File: config.mk
export PLATFORM = sky130hd
export DESIGN_NAME = pu_slave_spi
export DESIGN_NICKNAME = d
export VERILOG_FILES = /design/src/hdl/pu_spi_pkg.sv /design/src/hdl/pu_spi_if.sv /design/src/hdl/byte_collector.sv /design/src/hdl/hoarder.sv /design/src/hdl/pu_slave_spi.sv /design/src/hdl/spi_bank_control.sv /design/src/hdl/spi_buffer.sv /design/src/hdl/spi_slave_driver.sv
export VERILOG_INCLUDE_DIRS = /design/src /design/src/hdl
export SDC_FILE = /design/constraint.sdc
export NUM_CORES = 1
export LEC_CHECK = 0
export BUFFER_PORTS_ARGS = -buffer_cell sky130_fd_sc_hd__buf_2
export CORE_MARGIN = 3
export CORE_UTILIZATION = 43
export DETAILED_ROUTE_END_ITERATION = 7
export PLACE_DENSITY = 0.69
export REMOVE_ABC_BUFFERS = 1
export SYNTH_ARGS = -nofsm -noshare
export SYNTH_HDL_FRONTEND = slang
export SYNTH_SLANG_ARGS = --single-unit
File: constraint.sdc
create_clock -name clk -period 4.98 [get_ports clk]
set_clock_uncertainty 0.1 [all_clocks]
set_input_delay 0.249 -clock clk [delete_from_list [all_inputs] [get_ports clk]]
set_output_delay 0.249 -clock clk [all_outputs]
set_load 0.02 [all_outputs]
File: src/hdl/pu_spi_config.svh
`ifndef PU_SPI_CONFIG_SVH
`define PU_SPI_CONFIG_SVH

// System side word width
`define PU_DATA_WIDTH 32

// One SPI transfer unit
`define PU_SPI_DATA_WIDTH 8

// Attribute vector, one bit per attr_bit_e entry
`define PU_ATTR_WIDTH 4

// Words held by each buffer
`define PU_BUF_SIZE 6

`endif

File: src/hdl/pu_spi_pkg.sv
`default_nettype none

package pu_spi_pkg;

    // Bit positions inside an attribute vector
    typedef enum logic [1:0] {
        INVALID    = 2'd0,
        VALID      = 2'd1,
        SPI_FINISH = 2'd2,
        FULL       = 2'd3
    } attr_bit_e;

    // Send bank currently filled by the system
    typedef enum logic {
        BANK_A = 1'b0,
        BANK_B = 1'b1
    } bank_e;

    // Word-to-byte serializer
    typedef enum logic [1:0] {
        H_IDLE,
        H_LOAD,
        H_SHIFT
    } hoarder_state_e;

endpackage

`default_nettype wire

File: src/hdl/pu_spi_if.sv
`timescale 1ns/1ns
`default_nettype none

`include "pu_spi_config.svh"

// Byte stream between the pin driver and the word side
interface spi_byte_if;
    logic [`PU_SPI_DATA_WIDTH-1:0] tx_byte;
    logic [`PU_SPI_DATA_WIDTH-1:0] rx_byte;
    logic                          ready;
    logic                          start;
    // End of transaction, one cycle
    logic                          stop;

    modport driver (input tx_byte, output rx_byte, output ready, output start, output stop);
    modport source (output tx_byte, input ready, input start);
    modport sink   (input rx_byte, input ready, input start);
endinterface

// Word FIFO access, writer side and reader side
interface spi_buf_if;
    logic                      wr;
    logic [`PU_DATA_WIDTH-1:0] wdata;
    logic                      oe;
    logic [`PU_DATA_WIDTH-1:0] rdata;
    logic [`PU_ATTR_WIDTH-1:0] attr;

    modport writer (output wr, output wdata, input attr);
    modport reader (output oe, input rdata, input attr);
    modport buffer (
        input  wr,
        input  wdata,
        input  oe,
        output rdata,
        output attr
    );
endinterface

`default_nettype wire

File: src/hdl/byte_collector.sv
`timescale 1ns/1ns
`default_nettype none

`include "pu_spi_config.svh"

module byte_collector (
    input  logic      clk,
    input  logic      rst,
    spi_byte_if.sink  bus,
    spi_buf_if.writer rx
);

    localparam int DW    = `PU_DATA_WIDTH;
    localparam int SW    = `PU_SPI_DATA_WIDTH;
    localparam int BYTES = DW / SW;
    localparam int CNT_W = $clog2(BYTES);
    localparam logic [CNT_W-1:0] LAST_CNT = CNT_W'(BYTES - 1);

    logic [CNT_W-1:0] cnt;
    // Only the leading bytes are held, the last one comes straight off the bus
    logic [DW-SW-1:0] partial;

    always_ff @(posedge clk or posedge rst) begin
        if (rst) begin
            cnt <= '0;
        end else if (bus.start) begin
            cnt <= '0;
        end else if (bus.ready) begin
            cnt <= (cnt == LAST_CNT) ? '0 : cnt + 1'b1;
        end
    end

    always_ff @(posedge clk) begin
        if (bus.ready) begin
            partial <= {partial[DW-2*SW-1:0], bus.rx_byte};
        end
    end

    assign rx.wr    = bus.ready && (cnt == LAST_CNT);
    assign rx.wdata = {partial, bus.rx_byte};

endmodule

`default_nettype wire

File: src/hdl/hoarder.sv
`timescale 1ns/1ns
`default_nettype none

`include "pu_spi_config.svh"

module hoarder
    import pu_spi_pkg::*;
(
    input  logic                      clk,
    input  logic                      rst,
    spi_byte_if.source                bus,
    input  logic [`PU_DATA_WIDTH-1:0] word,
    input  logic                      word_empty,
    output logic                      pop
);

    localparam int DW    = `PU_DATA_WIDTH;
    localparam int SW    = `PU_SPI_DATA_WIDTH;
    localparam int BYTES = DW / SW;
    localparam int IDX_W = $clog2(BYTES);
    localparam logic [IDX_W-1:0] LAST_IDX = IDX_W'(BYTES - 1);

    hoarder_state_e   state;
    logic [IDX_W-1:0] idx;
    logic [DW-1:0]    word_reg;
    logic             load;

    // Take the next word at frame start or once the last byte has gone out
    assign load = bus.start || (state == H_LOAD && bus.ready);
    assign pop  = load && !word_empty;

    always_ff @(posedge clk or posedge rst) begin
        if (rst) begin
            state <= H_IDLE;
            idx   <= '0;
        end else if (load) begin
            state <= H_SHIFT;
            idx   <= IDX_W'(1);
        end else if (state == H_SHIFT && bus.ready) begin
            if (idx == LAST_IDX) begin
                state <= H_LOAD;
                idx   <= '0;
            end else begin
                idx <= idx + 1'b1;
            end
        end
    end

    // Empty drain bank sends zeros
    always_ff @(posedge clk) begin
        if (load) begin
            word_reg <= word_empty ? '0 : word;
        end
    end

    // Outside H_SHIFT the head word's MSB is already on offer
    always_comb begin
        if (state == H_SHIFT) begin
            bus.tx_byte = word_reg[(BYTES - 1 - int'(idx)) * SW +: SW];
        end else begin
            bus.tx_byte = word_empty ? '0 : word[DW-1 -: SW];
        end
    end

endmodule

`default_nettype wire

File: src/hdl/pu_slave_spi.sv
`timescale 1ns/1ns
`default_nettype none

`include "pu_spi_config.svh"

module pu_slave_spi
    import pu_spi_pkg::*;
(
    input  logic                      clk,
    input  logic                      rst,
    input  logic                      signal_cycle,

    // System side
    input  logic                      signal_wr,
    input  logic [`PU_DATA_WIDTH-1:0] data_in,
    input  logic                      signal_oe,
    output logic [`PU_DATA_WIDTH-1:0] data_out,
    output logic [`PU_ATTR_WIDTH-1:0] attr_out,
    output logic                      flag_start,
    output logic                      flag_stop,

    // SPI pins
    input  logic                      mosi,
    output logic                      miso,
    input  logic                      sclk,
    input  logic                      cs
);

    spi_byte_if byte_bus ();
    spi_buf_if  bank_a_if ();
    spi_buf_if  bank_b_if ();
    spi_buf_if  rx_if ();

    logic [`PU_DATA_WIDTH-1:0] drain_word;
    logic                      drain_empty;
    logic                      drain_pop;
    logic                      finish;

    spi_slave_driver u_driver (
        .clk  (clk),
        .rst  (rst),
        .mosi (mosi),
        .sclk (sclk),
        .cs   (cs),
        .miso (miso),
        .bus  (byte_bus)
    );

    // Two ping-pong send banks and the receive FIFO
    spi_buffer #(.DEPTH(`PU_BUF_SIZE)) u_bank_a (.clk(clk), .rst(rst), .port(bank_a_if));
    spi_buffer #(.DEPTH(`PU_BUF_SIZE)) u_bank_b (.clk(clk), .rst(rst), .port(bank_b_if));
    spi_buffer #(.DEPTH(`PU_BUF_SIZE)) u_receive (.clk(clk), .rst(rst), .port(rx_if));

    hoarder u_hoarder (
        .clk        (clk),
        .rst        (rst),
        .bus        (byte_bus),
        .word       (drain_word),
        .word_empty (drain_empty),
        .pop        (drain_pop)
    );

    byte_collector u_collector (
        .clk (clk),
        .rst (rst),
        .bus (byte_bus),
        .rx  (rx_if)
    );

    // Each bank seen once as fill side and once as drain side
    spi_bank_control u_bank_ctrl (
        .clk          (clk),
        .rst          (rst),
        .cs           (cs),
        .signal_cycle (signal_cycle),
        .signal_wr    (signal_wr),
        .signal_oe    (signal_oe),
        .data_in      (data_in),
        .bus_stop     (byte_bus.stop),
        .bank_a       (bank_a_if),
        .bank_b       (bank_b_if),
        .drain_a      (bank_a_if),
        .drain_b      (bank_b_if),
        .pop          (drain_pop),
        .word         (drain_word),
        .word_empty   (drain_empty),
        .finish       (finish)
    );

    assign rx_if.oe   = signal_oe;
    assign data_out   = rx_if.rdata;
    assign flag_start = byte_bus.start;
    assign flag_stop  = byte_bus.stop;

    always_comb begin
        attr_out             = rx_if.attr;
        attr_out[SPI_FINISH] = finish;
    end

endmodule

`default_nettype wire

File: src/hdl/spi_bank_control.sv
`timescale 1ns/1ns
`default_nettype none

`include "pu_spi_config.svh"

module spi_bank_control
    import pu_spi_pkg::*;
(
    input  logic                      clk,
    input  logic                      rst,
    input  logic                      cs,
    input  logic                      signal_cycle,
    input  logic                      signal_wr,
    input  logic                      signal_oe,
    input  logic [`PU_DATA_WIDTH-1:0] data_in,
    input  logic                      bus_stop,
    spi_buf_if.writer                 bank_a,
    spi_buf_if.writer                 bank_b,
    spi_buf_if.reader                 drain_a,
    spi_buf_if.reader                 drain_b,
    input  logic                      pop,
    output logic [`PU_DATA_WIDTH-1:0] word,
    output logic                      word_empty,
    output logic                      finish
);

    bank_e      bank_sel;
    logic [1:0] cs_sync;
    logic       fill_has_data;
    logic       swap;

    // ------------------------------------------------------------------------
    // Bank swap, only between transactions
    // ------------------------------------------------------------------------
    assign fill_has_data = (bank_sel == BANK_A) ? !bank_a.attr[INVALID]
                                                : !bank_b.attr[INVALID];
    assign swap = signal_cycle && cs_sync[1] && fill_has_data && word_empty;

    always_ff @(posedge clk or posedge rst) begin
        if (rst) begin
            cs_sync  <= '1;
            bank_sel <= BANK_A;
            finish   <= 1'b0;
        end else begin
            cs_sync <= {cs_sync[0], cs};
            if (swap) begin
                bank_sel <= (bank_sel == BANK_A) ? BANK_B : BANK_A;
            end
            // Stop wins over a read in the same cycle
            if (bus_stop) begin
                finish <= 1'b1;
            end else if (signal_oe) begin
                finish <= 1'b0;
            end
        end
    end

    // ------------------------------------------------------------------------
    // Strobe steering and drain mux
    // ------------------------------------------------------------------------
    assign bank_a.wr    = signal_wr && (bank_sel == BANK_A);
    assign bank_a.wdata = data_in;
    assign bank_b.wr    = signal_wr && (bank_sel == BANK_B);
    assign bank_b.wdata = data_in;

    assign drain_a.oe = pop && (bank_sel == BANK_B);
    assign drain_b.oe = pop && (bank_sel == BANK_A);

    assign word       = (bank_sel == BANK_A) ? drain_b.rdata : drain_a.rdata;
    assign word_empty = (bank_sel == BANK_A) ? drain_b.attr[INVALID] : drain_a.attr[INVALID];

    // Drain bank pops only while cs is low
    a_pop_in_frame: assert property (@(posedge clk) disable iff (rst)
        pop |-> !cs_sync[1]);

endmodule

`default_nettype wire

File: src/hdl/spi_buffer.sv
`timescale 1ns/1ns
`default_nettype none

`include "pu_spi_config.svh"

module spi_buffer
    import pu_spi_pkg::*;
#(
    parameter int DEPTH = `PU_BUF_SIZE
) (
    input  logic      clk,
    input  logic      rst,
    spi_buf_if.buffer port
);

    localparam int PTR_W = (DEPTH > 1) ? $clog2(DEPTH) : 1;
    localparam int CNT_W = $clog2(DEPTH + 1);
    localparam logic [PTR_W-1:0] LAST_PTR = PTR_W'(DEPTH - 1);
    localparam logic [CNT_W-1:0] MAX_CNT  = CNT_W'(DEPTH);

    logic [`PU_DATA_WIDTH-1:0] mem [DEPTH];
    logic [PTR_W-1:0]          wr_ptr;
    logic [PTR_W-1:0]          rd_ptr;
    logic [CNT_W-1:0]          count;
    logic                      push;
    logic                      pop;

    // Full drops writes, empty ignores reads
    assign push = port.wr && (count != MAX_CNT);
    assign pop  = port.oe && (count != '0);

    always_ff @(posedge clk or posedge rst) begin
        if (rst) begin
            wr_ptr <= '0;
            rd_ptr <= '0;
            count  <= '0;
        end else begin
            if (push) begin
                wr_ptr <= (wr_ptr == LAST_PTR) ? '0 : wr_ptr + 1'b1;
            end
            if (pop) begin
                rd_ptr <= (rd_ptr == LAST_PTR) ? '0 : rd_ptr + 1'b1;
            end
            count <= count + CNT_W'(push) - CNT_W'(pop);
        end
    end

    always_ff @(posedge clk) begin
        if (push) begin
            mem[wr_ptr] <= port.wdata;
        end
    end

    assign port.rdata = mem[rd_ptr];

    // Flags straight from the fill level
    always_comb begin
        port.attr          = '0;
        port.attr[INVALID] = (count == '0);
        port.attr[VALID]   = (count != '0);
        port.attr[FULL]    = (count == MAX_CNT);
    end

    a_count_bound: assert property (@(posedge clk) disable iff (rst) count <= MAX_CNT);

endmodule

`default_nettype wire

File: src/hdl/spi_slave_driver.sv
`timescale 1ns/1ns
`default_nettype none

`include "pu_spi_config.svh"

module spi_slave_driver (
    input  logic       clk,
    input  logic       rst,
    input  logic       mosi,
    input  logic       sclk,
    input  logic       cs,
    output logic       miso,
    spi_byte_if.driver bus
);

    localparam int SW    = `PU_SPI_DATA_WIDTH;
    localparam int CNT_W = $clog2(SW);
    localparam logic [CNT_W-1:0] LAST_BIT = CNT_W'(SW - 1);

    logic [2:0]       sclk_sync;
    logic [2:0]       cs_sync;
    logic [1:0]       mosi_sync;
    logic [CNT_W-1:0] bit_cnt;
    logic [SW-1:0]    tx_shift;
    logic [SW-1:0]    rx_shift;
    logic             sclk_rise;
    logic             sclk_fall;
    logic             cs_fall;
    logic             cs_rise;
    logic             active;
    logic             byte_done;

    // Edges seen one flop past the synchronizer
    assign sclk_rise = sclk_sync[1] & ~sclk_sync[2];
    assign sclk_fall = ~sclk_sync[1] & sclk_sync[2];
    assign cs_fall   = ~cs_sync[1] & cs_sync[2];
    assign cs_rise   = cs_sync[1] & ~cs_sync[2];
    assign active    = ~cs_sync[1];
    assign byte_done = active & sclk_rise & (bit_cnt == LAST_BIT);

    assign miso = active & tx_shift[SW-1];

    always_ff @(posedge clk or posedge rst) begin
        if (rst) begin
            sclk_sync <= '0;
            cs_sync   <= '1;
            mosi_sync <= '0;
            bit_cnt   <= '0;
            tx_shift  <= '0;
            bus.start <= 1'b0;
            bus.stop  <= 1'b0;
            bus.ready <= 1'b0;
        end else begin
            sclk_sync <= {sclk_sync[1:0], sclk};
            cs_sync   <= {cs_sync[1:0], cs};
            mosi_sync <= {mosi_sync[0], mosi};
            bus.start <= cs_fall;
            bus.stop  <= cs_rise;
            bus.ready <= byte_done;
            if (cs_fall) begin
                bit_cnt <= '0;
            end else if (active && sclk_rise) begin
                bit_cnt <= bit_cnt + 1'b1;
            end
            // Falls at a byte boundary keep the freshly loaded MSB on miso
            if (bus.start || bus.ready) begin
                tx_shift <= bus.tx_byte;
            end else if (active && sclk_fall && bit_cnt != '0) begin
                tx_shift <= {tx_shift[SW-2:0], 1'b0};
            end
        end
    end

    // Mode 0 receive, mosi sampled on sclk rise
    always_ff @(posedge clk) begin
        if (active && sclk_rise) begin
            rx_shift <= {rx_shift[SW-2:0], mosi_sync[1]};
        end
        if (byte_done) begin
            bus.rx_byte <= {rx_shift[SW-2:0], mosi_sync[1]};
        end
    end

    // Master keeps cs low until the last bit of a byte has been taken
    a_ready_in_frame: assert property (@(posedge clk) disable iff (rst)
        bus.ready |-> !cs_sync[1]);

endmodule

`default_nettype wire

Word level (Yosys, flattened, before mapping)
Memory sizes are Yosys's and may differ from the RTL's. Cells that the tools add are included.

Flip-flop bits (word level): 130. Bits in writable memories: 576. Input port bits: 40. Memories: 3.

Memories: u_bank_a.mem (words 6, bits a word 32, read ports 1, clocked after memory_dff 0, write ports 1, RTL line spi_buffer.sv:21) `` logic [`PU_DATA_WIDTH-1:0] mem [DEPTH]; ``; u_bank_b.mem (words 6, bits a word 32, read ports 1, clocked after memory_dff 0, write ports 1, RTL line spi_buffer.sv:21); u_receive.mem (words 6, bits a word 32, read ports 1, clocked after memory_dff 0, write ports 1, RTL line spi_buffer.sv:21).

Add/sub/neg operators: 16. Eq/ne operators: 15. Shifts and indexed selects: 1. Multiplexer cells: 33. Bitwise gates (word level): 12. Reductions and logical operators: 39.

Operators by type and width (number): $mux 32 (1); $mux 8 (4); $shiftx 32x32->8 (1); $eq 3x3->1 const B (8); $mux 3 (8); $add 3x1->3 const B (7); $logic_and 1x1->1 (20); $mux 2 (9); $reduce_bool 2->1 (6); $reduce_bool 3->1 (4); $mux 1 (11); $add 3x1->3 (3); $logic_not 3->1 (3); $ne 3x3->1 const B (3); $sub 3x1->3 (3); $and 1x1->1 (7); $eq 2x2->1 const B (3); $not 1->1 (5); $add 2x1->2 const B (2); $logic_not 1->1 (3); $sub 2x2->3 const A (1); $eq 2x1->1 const B (1); $logic_or 1x1->1 (2); $reduce_and 2->1 (1).

Depth between registers and ports, before layout
Gate-level depths: netlist of the first run.

Depth after elaboration: 7. Depth in mapped cells: 11. Depth with buffers taken out: 10.

Cells and area by module
Synthesis of the first run repeated with hierarchy kept, for this count alone.

Cells, all modules: 1411. Area, all modules: 28690.0 sq um.

By module, submodules not included: spi_buffer at u_bank_b ... (instances 2, cells each 351, area an instance 7885.1 sq um, seq. area each 5990.7 sq um); spi_buffer at u_bank_a (instances 1, cells each 351, area an instance 7896.3 sq um, seq. area each 5990.7 sq um); hoarder (instances 1, cells each 105, area an instance 1691.6 sq um, seq. area each 1061.0 sq um); spi_slave_driver (instances 1, cells each 93, area an instance 1370.1 sq um, seq. area each 1004.7 sq um); spi_bank_control (instances 1, cells each 117, area an instance 1063.5 sq um, seq. area each 102.6 sq um); byte_collector (instances 1, cells each 42, area an instance 890.9 sq um, seq. area each 770.7 sq um); pu_slave_spi (instances 1, cells each 1, area an instance 7.5 sq um, seq. area each 0.0 sq um).

Worst setup path after synthesis of the first run
No wires, ideal clock.

Path type: register to register. Start point: register u_driver.bus.ready. End point: memory u_receive.mem[1][0] (netlist name), enable pin. Library setup time: 0.461 ns. Data arrival time: 3.776 ns. Slack: 0.643 ns. Cell stages (with the launch flop): 6. Clock period less this slack: 4.337 ns. Cells stage by stage: dfrtp_1 -> buf_2 -> nand2_1 -> nor2_1 -> nand2_1 -> nor3_1.

Cells in the longest elaborated chain, start to end: 4.

Ends and longest elaborated chain: start, declared (RTL line pu_spi_if.sv:15) `modport driver (input tx_byte, output rx_byte, output ready, output start, output stop);`; start signal, assigned (RTL line spi_slave_driver.sv:59) `bus.ready <= byte_done;`; $logic_and 1x1->1 (RTL line byte_collector.sv:39) `assign rx.wr = bus.ready && (cnt == LAST_CNT);`; $logic_and 1x1->1 (RTL line spi_buffer.sv:29) `assign push = port.wr && (count != MAX_CNT);`; via u_receive.push (RTL line spi_buffer.sv:25) `logic push;`; $mux 1 (RTL line spi_buffer.sv:49) `if (push) begin`; $mux 1 (implied by the code) (RTL line spi_buffer.sv:50) `mem[wr_ptr] <= port.wdata;`; end, declared (RTL line spi_buffer.sv:21).

The timed path passes the listed nets, and every way through them passes these cells.

Final worst setup path of the first run
Start point: register u_bank_ctrl.bank_sel. End point: register u_bank_a.count[2].

Cells in the longest elaborated chain, start to end: 6. Elaborated cells on any way between the ends: 10. Classes of those cells: add/sub: 2; mux: 1; bitwise: 1; reduce/logical: 6.

Ends and longest elaborated chain: start, declared (RTL line spi_bank_control.sv:27) `bank_e bank_sel;`; start signal, assigned (RTL line spi_bank_control.sv:47) `bank_sel <= (bank_sel == BANK_A) ? BANK_B : BANK_A;`; $mux 1 (RTL line spi_bank_control.sv:70) `assign word_empty = (bank_sel == BANK_A) ? drain_b.attr[INVALID] : drain_a.attr[INVALID];`; $logic_not 1->1 (RTL line hoarder.sv:30) `assign pop = load && !word_empty;`; $logic_and 1x1->1 (RTL line hoarder.sv:30); $logic_and 1x1->1 * (RTL line spi_bank_control.sv:66) `assign drain_a.oe = pop && (bank_sel == BANK_B);`; $logic_and 1x1->1 * (RTL line spi_buffer.sv:30) `assign pop = port.oe && (count != '0);`; via u_bank_a.pop (RTL line spi_buffer.sv:26) `logic pop;`; $sub 3x1->3 * (RTL line spi_buffer.sv:44) `count <= count + CNT_W'(push) - CNT_W'(pop);`; end signal, assigned (RTL line spi_buffer.sv:44); end, declared (RTL line spi_buffer.sv:24) `logic [CNT_W-1:0] count;`.

The timed path passes the listed nets; every way through them passes the cells marked *. A chain may end at the register's enable or synchronous reset.

==> results of run 1 <==
==> area by class of cell <==
| class | instances | share of cell area, % |
|---|---|---|
| clock inverters | 34 | 0.9027 |
| diodes | 1 | 0.008024 |
| well taps | 837 | 3.358 |
| clock buffers | 94 | 6.243 |
| repair buffers | 146 | 3.202 |
| inverters | 24 | 0.2889 |
| multi-input cells | 639 | 19.07 |
| flip-flops and latches | 704 | 66.93 |
==> worst max-delay path, cell delays in order, from the launching register on <==
cell and delay (ns):
dfrtp_1 0.83, nand2_2 0.71, nor2_1 0.42, ha_1 0.29, inv_1 0.06, ha_1 0.13
inv_1 0.05, fa_1 0.40, xnor2_1 0.17, xnor2_1 0.15
==> layer usage <==
metal  GRT usage, %  vias to the layer above
li1               -                     6070
met1          21.95                     6989
met2          26.56                      405
met3          3.452                      105
met4          5.293                        0
met5              0                        -
==> power groups by stage <==
stage                     Combinational, mW  Clock [mW]  Sequential [mW]
after floorplan                        2.55           0             7.79
after global placement                 3.66           0             7.78
after detailed placement               3.72           0             7.80
after CTS                              3.77        5.20             7.68
after global routing                   4.05        5.44             7.75
final                                  3.71        5.09             7.66
==> placed cells by master, fill, tap and decap left out, types with 4 or more instances in the layout <==
master,instances
mux2i_1,113
edfxtp_1,647
nor2b_1,8
o311a_1,6
nand2b_1,11
clkinv_2,8
a222oi_1,6
nor2_4,12
buf_4,29
buf_2,78
a221oi_1,8
xor2_1,5
mux2_2,23
clkbuf_16,74
ha_1,11
clkinv_1,15
dfrtp_1,49
a311oi_1,10
mux4_2,85
bufinv_16,4
a21o_1,9
o41ai_1,4
o21a_1,6
nor2_1,76
clkbuf_1,18
nor3_2,6
or3_1,6
nand2_1,45
xnor2_1,6
inv_1,22
o2111a_1,4
a21oi_1,67
o21ai_0,39
nor3_1,6
o22ai_1,29
dlygate4sd3_1,39
==> synthesized netlist by cell type, types with 4 or more instances <==
master,n,area [sq um]
o21a_1,6,45.04
buf_4,12,90.09
buf_1,10,37.54
clkbuf_1,25,93.84
o311a_1,6,60.06
a21oi_1,67,335.3
edfxtp_1,647,19430
mux2i_1,113,1131
buf_2,20,100.1
xnor2_1,6,52.55
a222oi_1,6,60.06
buf_6,5,56.30
nor2_1,88,330.3
nand2_1,45,168.9
nand2b_1,11,68.82
o21ai_0,39,195.2
mux2_2,23,259.0
ha_1,11,137.6
nor2b_1,8,50.05
a311oi_1,10,87.58
inv_1,23,86.33
xor2_1,5,43.79
dfrtp_1,54,1351
o22ai_1,29,181.4
a21o_1,9,67.56
nor3_1,12,60.06
a221oi_1,8,70.07
or3_1,6,37.54
o41ai_1,4,35.03
mux4_2,85,1914
o2111a_1,4,45.04
==> what timing repair did <==
item                                   4_1_cts  5_1_grt
endpoints found under the hold margin      447        0
setup endpoints to repair                    0        0
hold buffers                                39        0
==> kinds of logic (layout without fill, tap and decap cells) <==
logic type                 after synthesis  after routing  share of synthesized area, %
DFF                                    704            704                         76.63
muxes                                  224            224                         12.43
other                                    0              1                             0
xor gates and xnor gates                11             11                        0.3539
buffers and inverters                  100            298                         1.958
and+or+nand+nor                        187            187                         3.066
AOI/OAI and AO/OA                      203            203                         4.831
adders and majority gates               14             14                        0.7263
==> worst max path at each step <==
| stage | from | end |
|---|---|---|
| after floorplan | u_driver.bus.ready | u_receive.mem[1][0] |
| after global placement | u_bank_ctrl.bank_sel | u_bank_a.count[2] |
| after detailed placement | u_bank_ctrl.bank_sel | u_bank_a.count[2] |
| after CTS | u_bank_ctrl.bank_sel | u_bank_a.count[2] |
| after global routing | u_bank_ctrl.bank_sel | u_bank_a.count[2] |
| final | u_bank_ctrl.bank_sel | u_bank_a.count[2] |
==> results by group, run 1 <==
Logic synthesis
  • Ys async rst share: 8.097%
  • Seq/Total Area, Yosys: 76.63%
  • Register bit total from synthesis: 704
  • Warnings, synthesis: 0
  • Syn Std Cell Area: 27220 sq um
  • Post-synthesis cell count: 1443
  • Post-synth EDFFs: 647
  • Syn Area/Cell: 18.86 sq um
  • Unique masters post-synth: 58
  • Main synth FF type: edfxtp_1

Clocking
  • TritonCTS clock tree: yes
  • TritonCTS Buffers: 71
  • Max H-tree Level: 3
  • Reg clk slew, reported paths: 0.06 ns
  • Post-CTS Setup Bufs: 0
  • Root Buffer: clkbuf_16
  • CTS Buffer Depth: 3
  • Worst-skew pair later-pin latency: 0.60 ns
  • CTS Sinks: 704
  • # resized after CTS: 0

Power and ir drop
  • Switch share: 29.02%
  • Internal power: 11.69 mW
  • Leak Pwr: 10.58 nW
  • Seq pwr share: 46.5%
  • Tot Pwr: 16.47 mW
  • Worst VDD drop: 0.2919 mV
  • Combinational share of power: 22.5%
  • Cell Pwr Density: 528.1 nW/um^2
  • P_sw: 4.779 mW
  • Part of the power in the clock network: 30.9%

Finish
  • Area of the multi-input gates: 5947 sq um
  • Reg area: 20870 sq um
  • Fin nets: 1640
  • Post-layout util: 50.17%
  • Largest regs: u_bank_a.mem x192, u_bank_b.mem x192, u_receive.mem x192
  • Area Growth Syn to Fin: 14.58%
  • Design area: 31190 sq um
  • Layout Cells excl Fill: 2479
  • Fraction of layout cells with a size suffix above 1: 21.02%
  • Fill cell count: 5028

Global routing
  • GRT overflow: 0
  • Initial antenna violation count: 0
  • First-pass GRT wire length: 82.75 mm
  • Total track usage: 16.25%
  • Vias in the first global route: 14030
  • Largest net degree at the start of global routing: 62

STA
  • Setup TNS: 0 ns
  • Post-layout min period: 3.441 ns
  • Hold Fails Final Rpt: 0
  • Fmax: 290.6 MHz
  • Relative slew slack: 20.79%
  • Hold_ws: 0.2571 ns
  • Fraction of the cycle the final worst path needs: 69.09%
  • Worst Max-Slew Pin Slew: 1.185 ns
  • Slew Limit Fails: 0
  • Setup ws final: 1.539 ns
  • Final Setup Violations: 0
  • RSZ-0062 raised after global routing: no

Worst setup path
  • R2r setup slk: 1.54 ns
  • Reg-to-Reg Start: u_bank_ctrl.bank_sel
  • Critical path arrival: 3.84 ns
  • Setup crit start kind: flip-flop
  • Worst r2r path cells: 9
  • CP required: 5.38 ns
  • Critical path class: flip-flop to flip-flop
  • R2R Path End: u_bank_a.count[2]
  • Critical Path Sink Type: flip-flop
  • Crit-path max FO: 35

Detailed routing
  • Vias per cell: 5.474
  • Initial DRC Count: 1089
  • Routed wire per std cell: 21.46 microns
  • Met3 WL: 3.076 mm
  • Vias: 13570
  • Max layer used: met4
  • WL final: 53.21 mm
  • Wire length on met1: 22.73 mm
  • DRT antenna net count: 0
  • Met2 routed WL: 25.82 mm
  • Drc violations: 0
  • Drt pass-1 iters: 5

Place
  • DPL Wire Length: 30.27 mm
  • PortBufs: 78
  • Dpl ws: 1.632 ns
  • Cells after DPL: 2311
  • Area after detailed placement: 28560 sq um
  • GP Congestion: 0.7987

Floorplanning
  • Initial core utilization: 43.78%
  • Chip width: 257.6 microns
  • Core area: 62170 sq um
  • IO Count: 79
  • Die ar.: 66360 sq um
  • Die H: 257.6 microns
  • Site row count: 91

Worst hold path
  • Hold Crit Endpoint: u_driver.sclk_sync[1]
  • Hold WC Path Type: flip-flop to flip-flop
  • WHS Path Cells: 0
  • Hold_sp: u_driver.sclk_sync[0]

Outcome
  • Status: finished, final reports clean

Flow run
  • Max-cap violation count: 0
(Power assumes the default switching activity.)
==> run 2, diff against run 1 <==
==> constraint.sdc (replaced) <==
create_clock -name clk -period 3.3 [get_ports clk]
set_clock_uncertainty 0.1 [all_clocks]
set_input_delay 0.165 -clock clk [delete_from_list [all_inputs] [get_ports clk]]
set_output_delay 0.165 -clock clk [all_outputs]
set_load 0.02 [all_outputs]
==> run 2 against run 1 <==
Compared with the run above:
- critical path depth fell by 4
- design area grew 0.69%
- clock power increased by 47%
- sequential cell count did not move
- worst hold slack worse by 0.074 ns
- worst setup slack worse by 1.0 ns
- first-iteration DRC count grew 3.9%
- sequential power rose by 46%
- sequential share of layout area shrank 0.46 points
- total power grew 52%
- non-clock buffer count up 19
==> results by group, run 2 (synthesized netlist as in run 1, its figures left out) <==
Detailed routing
  • Vias: 13520 (was 13570)
  • DRT antenna net count: 0 (unchanged)
  • Drt pass-1 iters: 5 (unchanged)
  • WL final: 54.61 mm (was 53.21 mm)
  • Drc violations: 0 (unchanged)
  • Vias per cell: 5.427 (was 5.474)
  • Initial DRC Count: 1132 (was 1089)
  • Routed wire per std cell: 21.92 microns (was 21.46 microns)

Floorplanning
  • Chip width: 257.6 microns (unchanged)
  • Die H: 257.6 microns (unchanged)
  • Die ar.: 66360 sq um (unchanged)
  • Initial core utilization: 43.78% (unchanged)
  • IO Count: 79 (unchanged)
  • Site row count: 91 (unchanged)
  • Core area: 62170 sq um (unchanged)

STA
  • Setup ws final: 0.4901 ns (was 1.539 ns)
  • Post-layout min period: 2.810 ns
  • Fraction of the cycle the final worst path needs: 85.15%
  • Setup TNS: 0 ns (unchanged)
  • Fmax: 355.9 MHz
  • Final Setup Violations: 0 (unchanged)
  • Worst Max-Slew Pin Slew: 1.048 ns (was 1.185 ns)
  • Relative slew slack: 30.15% (was 20.79%)
  • Hold Fails Final Rpt: 0 (unchanged)
  • Hold_ws: 0.1831 ns (was 0.2571 ns)
  • Slew Limit Fails: 0 (unchanged)
  • RSZ-0062 raised after global routing: no (unchanged)

Global routing
  • Largest net degree at the start of global routing: 52 (was 62)
  • First-pass GRT wire length: 84.35 mm (was 82.75 mm)
  • Vias in the first global route: 14080 (was 14030)
  • Total track usage: 16.67% (was 16.25%)
  • GRT overflow: 0 (unchanged)
  • Initial antenna violation count: 2 (was 0)

Clocking
  • # resized after CTS: 0 (unchanged)
  • Reg clk slew, reported paths: 0.06 ns (about the same)
  • TritonCTS Buffers: 69 (was 71)
  • TritonCTS clock tree: yes (unchanged)
  • Worst-skew pair later-pin latency: 0.61 ns (was 0.60 ns)
  • Max H-tree Level: 3 (unchanged)
  • Root Buffer: clkbuf_16 (unchanged)
  • # hold bufs at CTS: 39 (unchanged)
  • CTS Sinks: 704 (unchanged)
  • CTS Buffer Depth: 3 (unchanged)
  • Post-CTS Setup Bufs: 0 (unchanged)

Worst hold path
  • Hold WC Path Type: input pin to flip-flop (was flip-flop to flip-flop)

Power and ir drop
  • Leak Pwr: 10.69 nW (was 10.58 nW)
  • Cell Pwr Density: 794.7 nW/um^2 (was 528.1 nW/um^2)
  • Worst VDD drop: 0.5558 mV (was 0.2919 mV)

Finish
  • Fill cell count: 5069 (was 5028)
  • Largest regs: u_bank_a.mem x192, u_bank_b.mem x192, u_receive.mem x192 (unchanged)
  • Fraction of layout cells with a size suffix above 1: 21.89% (was 21.02%)
  • Fin nets: 1657 (was 1640)
  • Area Growth Syn to Fin: 15.37% (was 14.58%)
  • Commonest cells after routing, fill and taps aside: 647 x edfxtp_1, 113 x mux2i_1, 85 x mux4_2, 78 x buf_2, 76 x nor2_1 (unchanged)
  • Diodes inserted: 0 (was 1)
  • Most common cell after layout, fill and taps aside: edfxtp_1 (unchanged)

Place
  • DPL Wire Length: 30.70 mm (was 30.27 mm)
  • Dpl ws: 0.7144 ns (was 1.632 ns)
  • PortBufs: 78 (unchanged)
  • GP Congestion: 0.7796 (was 0.7987)

Worst setup path
  • Crit-path max FO: 19 (was 35)
  • Reg-to-Reg Start: u_bank_ctrl.bank_sel (unchanged)
  • Worst r2r path cells: 9 (unchanged)
  • CP Launch Point: u_receive.rd_ptr[0] (was u_bank_ctrl.bank_sel)
  • R2R Path End: u_bank_b.count[2] (was u_bank_a.count[2])
  • Setup crit start kind: flip-flop (unchanged)
  • R2r setup slk: 0.67 ns (was 1.54 ns)
  • CP required: 3.03 ns (was 5.38 ns)
  • Critical path class: flip-flop to output port (was flip-flop to flip-flop)
  • Critical path arrival: 2.54 ns (was 3.84 ns)
  • Critical Path Sink Type: output port (was flip-flop)
  • Crit path to: data_out[0] (was u_bank_a.count[2])

Outcome
  • Status: finished, final reports clean (unchanged)

Flow run
  • Max-cap violation count: 0 (unchanged)
run 2: worst min-delay path by stage:
| stage | cells past startpoint | slack (ns) | endpoint | startpoint |
|---|---|---|---|---|
| floorplan | 0 | 0.07 | u_bank_ctrl.cs_sync[0] | cs |
| global placement | 1 | 0.22 | u_bank_ctrl.cs_sync[0] | cs |
| detailed placement | 1 | 0.22 | u_bank_ctrl.cs_sync[0] | cs |
| CTS | 2 | 0.13 | u_bank_ctrl.cs_sync[0] | cs |
| global route | 2 | 0.15 | u_bank_ctrl.cs_sync[0] | cs |
| finish | 2 | 0.18 | u_bank_ctrl.cs_sync[0] | cs |
run 2: final cells by class:
cell class                      count  area (sq um)  area share [%]
Tap cell                          837          1047           3.335
Timing Repair Buffer              165          1291           4.112
Multi-Input combinational cell    639          5947           18.94
Sequential cell                   704         20870           66.47
Clock inverter                     27         269.0          0.8567
Clock buffer                       95          1884           6.001
Inverter                           24         90.09          0.2869
run 2: report_power, final:
| part | switching (mW) | internal (mW) | leakage [nW] |
|---|---|---|---|
| Sequential | 0.555 | 10.6 | 6.54 |
| Combinational | 3.54 | 2.72 | 3.10 |
| Clock | 3.22 | 4.27 | 1.05 |
run 2: through the flow:
step | util (%) | power, mW | cells | instance area, sq um
3_3_place_gp | 46.42 | 17.52 | 2330 | 28860
5_1_grt | 50.51 | 26.09 | 2491 | 31400
2_1_floorplan | - | 15.61 | 1367 | 26780
3_5_place_dp | 46.42 | 17.68 | 2330 | 28860
6_report | 50.51 | 24.95 | 2491 | 31400
4_1_cts | 50.51 | 25.22 | 2491 | 31400
run 2: critical path: stages (launching register included):
cell and delay (ns):
dfrtp_4 0.65, buf_4 0.31, mux4_2 0.54, nor2_1 0.11
a21oi_1 0.10, buf_2 0.22
run 2: layer usage:
metal | up-vias | part of all wire (%) | GRT usage [%] | wire (microns)
met1 | 6935 | 41 | 22.25 | 22510
met2 | 392 | 50 | 27.74 | 27470
li1 | 6092 | - | - | -
met3 | 99 | 6.0 | 3.432 | 3281
met4 | 0 | 2.5 | 5.121 | 1347
met5 | - | 0 | 0 | 0
==> run 3, diff against run 2 <==
--- a/config.mk
+++ b/config.mk
@@ -6,10 +6,13 @@
 export SDC_FILE = /design/constraint.sdc
 export NUM_CORES = 1
 export LEC_CHECK = 0
+export ABC_AREA = 1
 export BUFFER_PORTS_ARGS = -buffer_cell sky130_fd_sc_hd__buf_2
 export CORE_MARGIN = 3
 export CORE_UTILIZATION = 43
 export DETAILED_ROUTE_END_ITERATION = 7
+export GPL_TIMING_DRIVEN = 0
+export MAX_ROUTING_LAYER = met4
 export PLACE_DENSITY = 0.69
 export REMOVE_ABC_BUFFERS = 1
 export SYNTH_ARGS = -nofsm -noshare
==> run 3 against run 2 <==
Compared with the run above:
- core utilization rose by 1.1 points
- worst hold slack got worse by 0.11 ns
- synthesized area rose by 0.55%
- design area rose by 2.4%
- die area rose by 0.53%
- cell count rose by 23%
- global-route usage rose by 2.6 points
- critical path depth rose by 6
==> results by group, run 3 <==
STA
  • Post-layout min period: 3.155 ns (was 2.810 ns)
  • Fmax: 317.0 MHz (was 355.9 MHz)
  • Relative slew slack: 10.73% (was 30.15%)
  • Final Setup Violations: 0 (unchanged)
  • Slew Limit Fails: 0 (unchanged)
  • Fraction of the cycle the final worst path needs: 95.60% (was 85.15%)
  • Hold Fails Final Rpt: 0 (unchanged)
  • Setup TNS: 0 ns (unchanged)
  • Setup ws final: 0.1452 ns (was 0.4901 ns)
  • RSZ-0062 raised after global routing: no (unchanged)
  • Worst Max-Slew Pin Slew: 1.337 ns (was 1.048 ns)

Floorplanning
  • Chip width: 258.3 microns (was 257.6 microns)
  • Die ar.: 66710 sq um (was 66360 sq um)
  • Die H: 258.3 microns (was 257.6 microns)
  • Site row count: 91 (unchanged)
  • IO Count: 79 (unchanged)
  • Core area: 62280 sq um (was 62170 sq um)
  • Initial core utilization: 43.94% (was 43.78%)

Finish
  • Most common cell after layout, fill and taps aside: edfxtp_1 (unchanged)
  • Commonest cells after routing, fill and taps aside: 647 x edfxtp_1, 264 x nor2_1, 257 x nand2_1, 220 x o21ai_0, 87 x inv_1 (was 647 x edfxtp_1, 113 x mux2i_1, 85 x mux4_2, 78 x buf_2, 76 x nor2_1)
  • Area Growth Syn to Fin: 17.50% (was 15.37%)
  • Largest regs: u_bank_a.mem x192, u_bank_b.mem x192, u_receive.mem x192 (unchanged)
  • Fraction of layout cells with a size suffix above 1: 13.09% (was 21.89%)
  • Layout Cells excl Fill: 3070 (was 2491)
  • Fin nets: 2226 (was 1657)

Place
  • Cells after DPL: 2895 (was 2330)
  • DPL Wire Length: 36.23 mm (was 30.70 mm)
  • Dpl ws: -0.9296 ns (was 0.7144 ns)
  • PortBufs: 78 (unchanged)
  • GP Congestion: 0.8153 (was 0.7796)

Flow run
  • Max-cap violation count: 0 (unchanged)

Logic synthesis
  • Area leader, netlist: edfxtp_1 (unchanged)
  • Register bit total from synthesis: 704 (unchanged)
  • Warnings, synthesis: 0 (unchanged)
  • Ys async rst share: 8.097% (unchanged)
  • Unique masters post-synth: 41 (was 58)
  • Post-synth EDFFs: 647 (unchanged)
  • Area contributors post-synth: edfxtp_1 71%, dfrtp_1 4.9%, o21ai_0 4.0%, nor2_1 3.7%, nand2_1 3.5% (was edfxtp_1 71%, mux4_2 7.0%, dfrtp_1 5.0%, mux2i_1 4.2%, a21oi_1 1.2%)
  • Seq/Total Area, Yosys: 76.22% (was 76.63%)
  • Syn Area/Cell: 13.46 sq um (was 18.86 sq um)
  • Top cells by count, synth: 647 x edfxtp_1, 273 x nor2_1, 258 x nand2_1 (was 647 x edfxtp_1, 113 x mux2i_1, 88 x nor2_1)
  • Top-area cell type share of the netlist area: 70.99% (was 71.38%)
  • Syn Std Cell Area: 27370 sq um (was 27220 sq um)
  • Post-synthesis cell count: 2033 (was 1443)
  • Main synth FF type: edfxtp_1 (unchanged)
  • Most frequent cell after synthesis: edfxtp_1 (unchanged)

Clocking
  • Reg clk slew, reported paths: 0.06 ns (about the same)
  • TritonCTS Buffers: 71 (was 69)
  • TritonCTS clock tree: yes (unchanged)
  • CTS Buffer Depth: 3 (unchanged)
  • Max H-tree Level: 3 (unchanged)
  • Root Buffer: clkbuf_16 (unchanged)
  • Worst-skew pair later-pin latency: 0.61 ns (about the same)
  • CTS Sinks: 704 (unchanged)

Worst setup path
  • Setup crit start kind: flip-flop (unchanged)
  • CP required: 3.68 ns (was 3.03 ns)
  • Reg-to-Reg Start: u_bank_ctrl.bank_sel (unchanged)
  • Critical Path Sink Type: flip-flop (was output port)
  • Critical path arrival: 3.54 ns (was 2.54 ns)
  • Critical path class: flip-flop to flip-flop (was flip-flop to output port)
  • Crit-path max FO: 36 (was 19)
  • CP Launch Point: u_bank_ctrl.bank_sel (was u_receive.rd_ptr[0])
  • R2r setup slk: 0.15 ns (was 0.67 ns)

Power and ir drop
  • Tot Pwr: 26.01 mW (was 24.95 mW)
  • Leak Pwr: 11.37 nW (was 10.69 nW)
  • Worst VDD drop: 0.5490 mV (was 0.5558 mV)
  • Cell Pwr Density: 809.0 nW/um^2 (was 794.7 nW/um^2)

Global routing
  • First-pass GRT wire length: 95.86 mm (was 84.35 mm)
  • Initial antenna violation count: 3 (was 2)
  • Largest net degree at the start of global routing: 76 (was 52)
  • Total track usage: 19.28% (was 16.67%)
  • Vias in the first global route: 16540 (was 14080)
  • GRT overflow: 0 (unchanged)

Detailed routing
  • DRT antenna net count: 0 (unchanged)
  • Vias: 16780 (was 13520)
  • Vias per cell: 5.465 (was 5.427)
  • Initial DRC Count: 1630 (was 1132)
  • WL final: 63.35 mm (was 54.61 mm)
  • Drt pass-1 iters: 5 (unchanged)
  • Routed wire per std cell: 20.64 microns (was 21.92 microns)
  • Drc violations: 0 (unchanged)

Worst hold path
  • Hold WC Path Type: input pin to async pin (was input pin to flip-flop)

Outcome
  • Status: finished, final reports clean (unchanged)
## run 3: cell types whose count changed after synthesis, sizes merged, moves of 50 or more
cell	before	now
nand2	46	258
nor2	89	276
o21ai	39	280
nand3	3	53
mux4	88	0
inv	24	98
mux2i	113	32
## run 3: final timing paths
| check | endpoint | cells after the start |
|---|---|---|
| max | u_bank_a.count[2] | 11 |
| max reg2reg | u_bank_a.count[2] | 11 |
| max in group asynchronous | u_driver.cs_sync[2] | 4 |
| min in group clk | u_driver.mosi_sync[0] | 2 |
| min | u_driver.mosi_sync[0] | 3 |
| min reg2reg | u_driver.mosi_sync[1] | 0 |
## run 3: what timing repair did
action / 4_1_cts / 5_1_grt
hold buffers: 38 / 1
buffers inserted: 0 / 2
endpoints found under the hold margin: 430 / 3
gates resized for setup: 11 / 4
endpoints found under the setup margin: 304 / 88
## run 3: final cells by class
cell class	count	area, sq um
diodes	3	7.507
clock buffers	102	2036
clock inverters	29	380.4
fillers	5055	30120
inverters	100	395.4
multi-input cells	1125	5784
flip-flops and latches	704	20880
well taps	837	1047
repair buffers	170	1629
## run 3: power breakdown
group | total, mW | switching, mW | internal [mW]
combinational | 6.54 | 4.40 | 2.14
sequential | 11.3 | 0.717 | 10.5
clock | 8.22 | 3.33 | 4.89
total | 26.0 | 8.45 | 17.6
## run 3: metal layers
layer | vias up | share of wire (%) | global-route usage (%)
li1 | 7664 | - | -
met1 | 8331 | 40 | 24.38
met2 | 657 | 49 | 31.93
met3 | 126 | 7.6 | 3.235
met4 | 0 | 2.7 | 6.342
met5 | - | 0 | -
## run 3: per-stage QoR
step | util [%] | hold WS [ns] | area (sq um)
final | 51.63 | 0.06882 | 32160
after global routing | 51.63 | 0.08341 | 32150
after CTS | 51.48 | 0.05212 | 32060
after detailed placement | 46.93 | 0.1766 | 29230
after global placement | 45.42 | 0.1758 | 28290
after floorplan | - | 0.06948 | 26850
## run 3: kinds of logic (layout without fill, tap and decap cells)
family	count (synthesis)	count (layout)	share of synthesized area, %
DFF	704	704	76.22
AOI/OAI and AO/OA	463	463	9.624
and+or+nand+nor	610	610	8.810
adders and majority gates	14	14	0.7224
xor gates and xnor gates	6	6	0.1920
other	0	3	0
buffers and inverters	204	401	3.264
muxes	32	32	1.170
## run 3: critical path, cell delays in order (launching register included)
cell and delay [ns]:
dfrtp_4 0.67, inv_6 0.39, nand2_1 0.23, nand2_8 0.30
nand3_1 0.17, inv_1 0.14, ha_1 0.23, inv_1 0.06
ha_1 0.13, inv_1 0.05, fa_1 0.41, xnor2_1 0.14
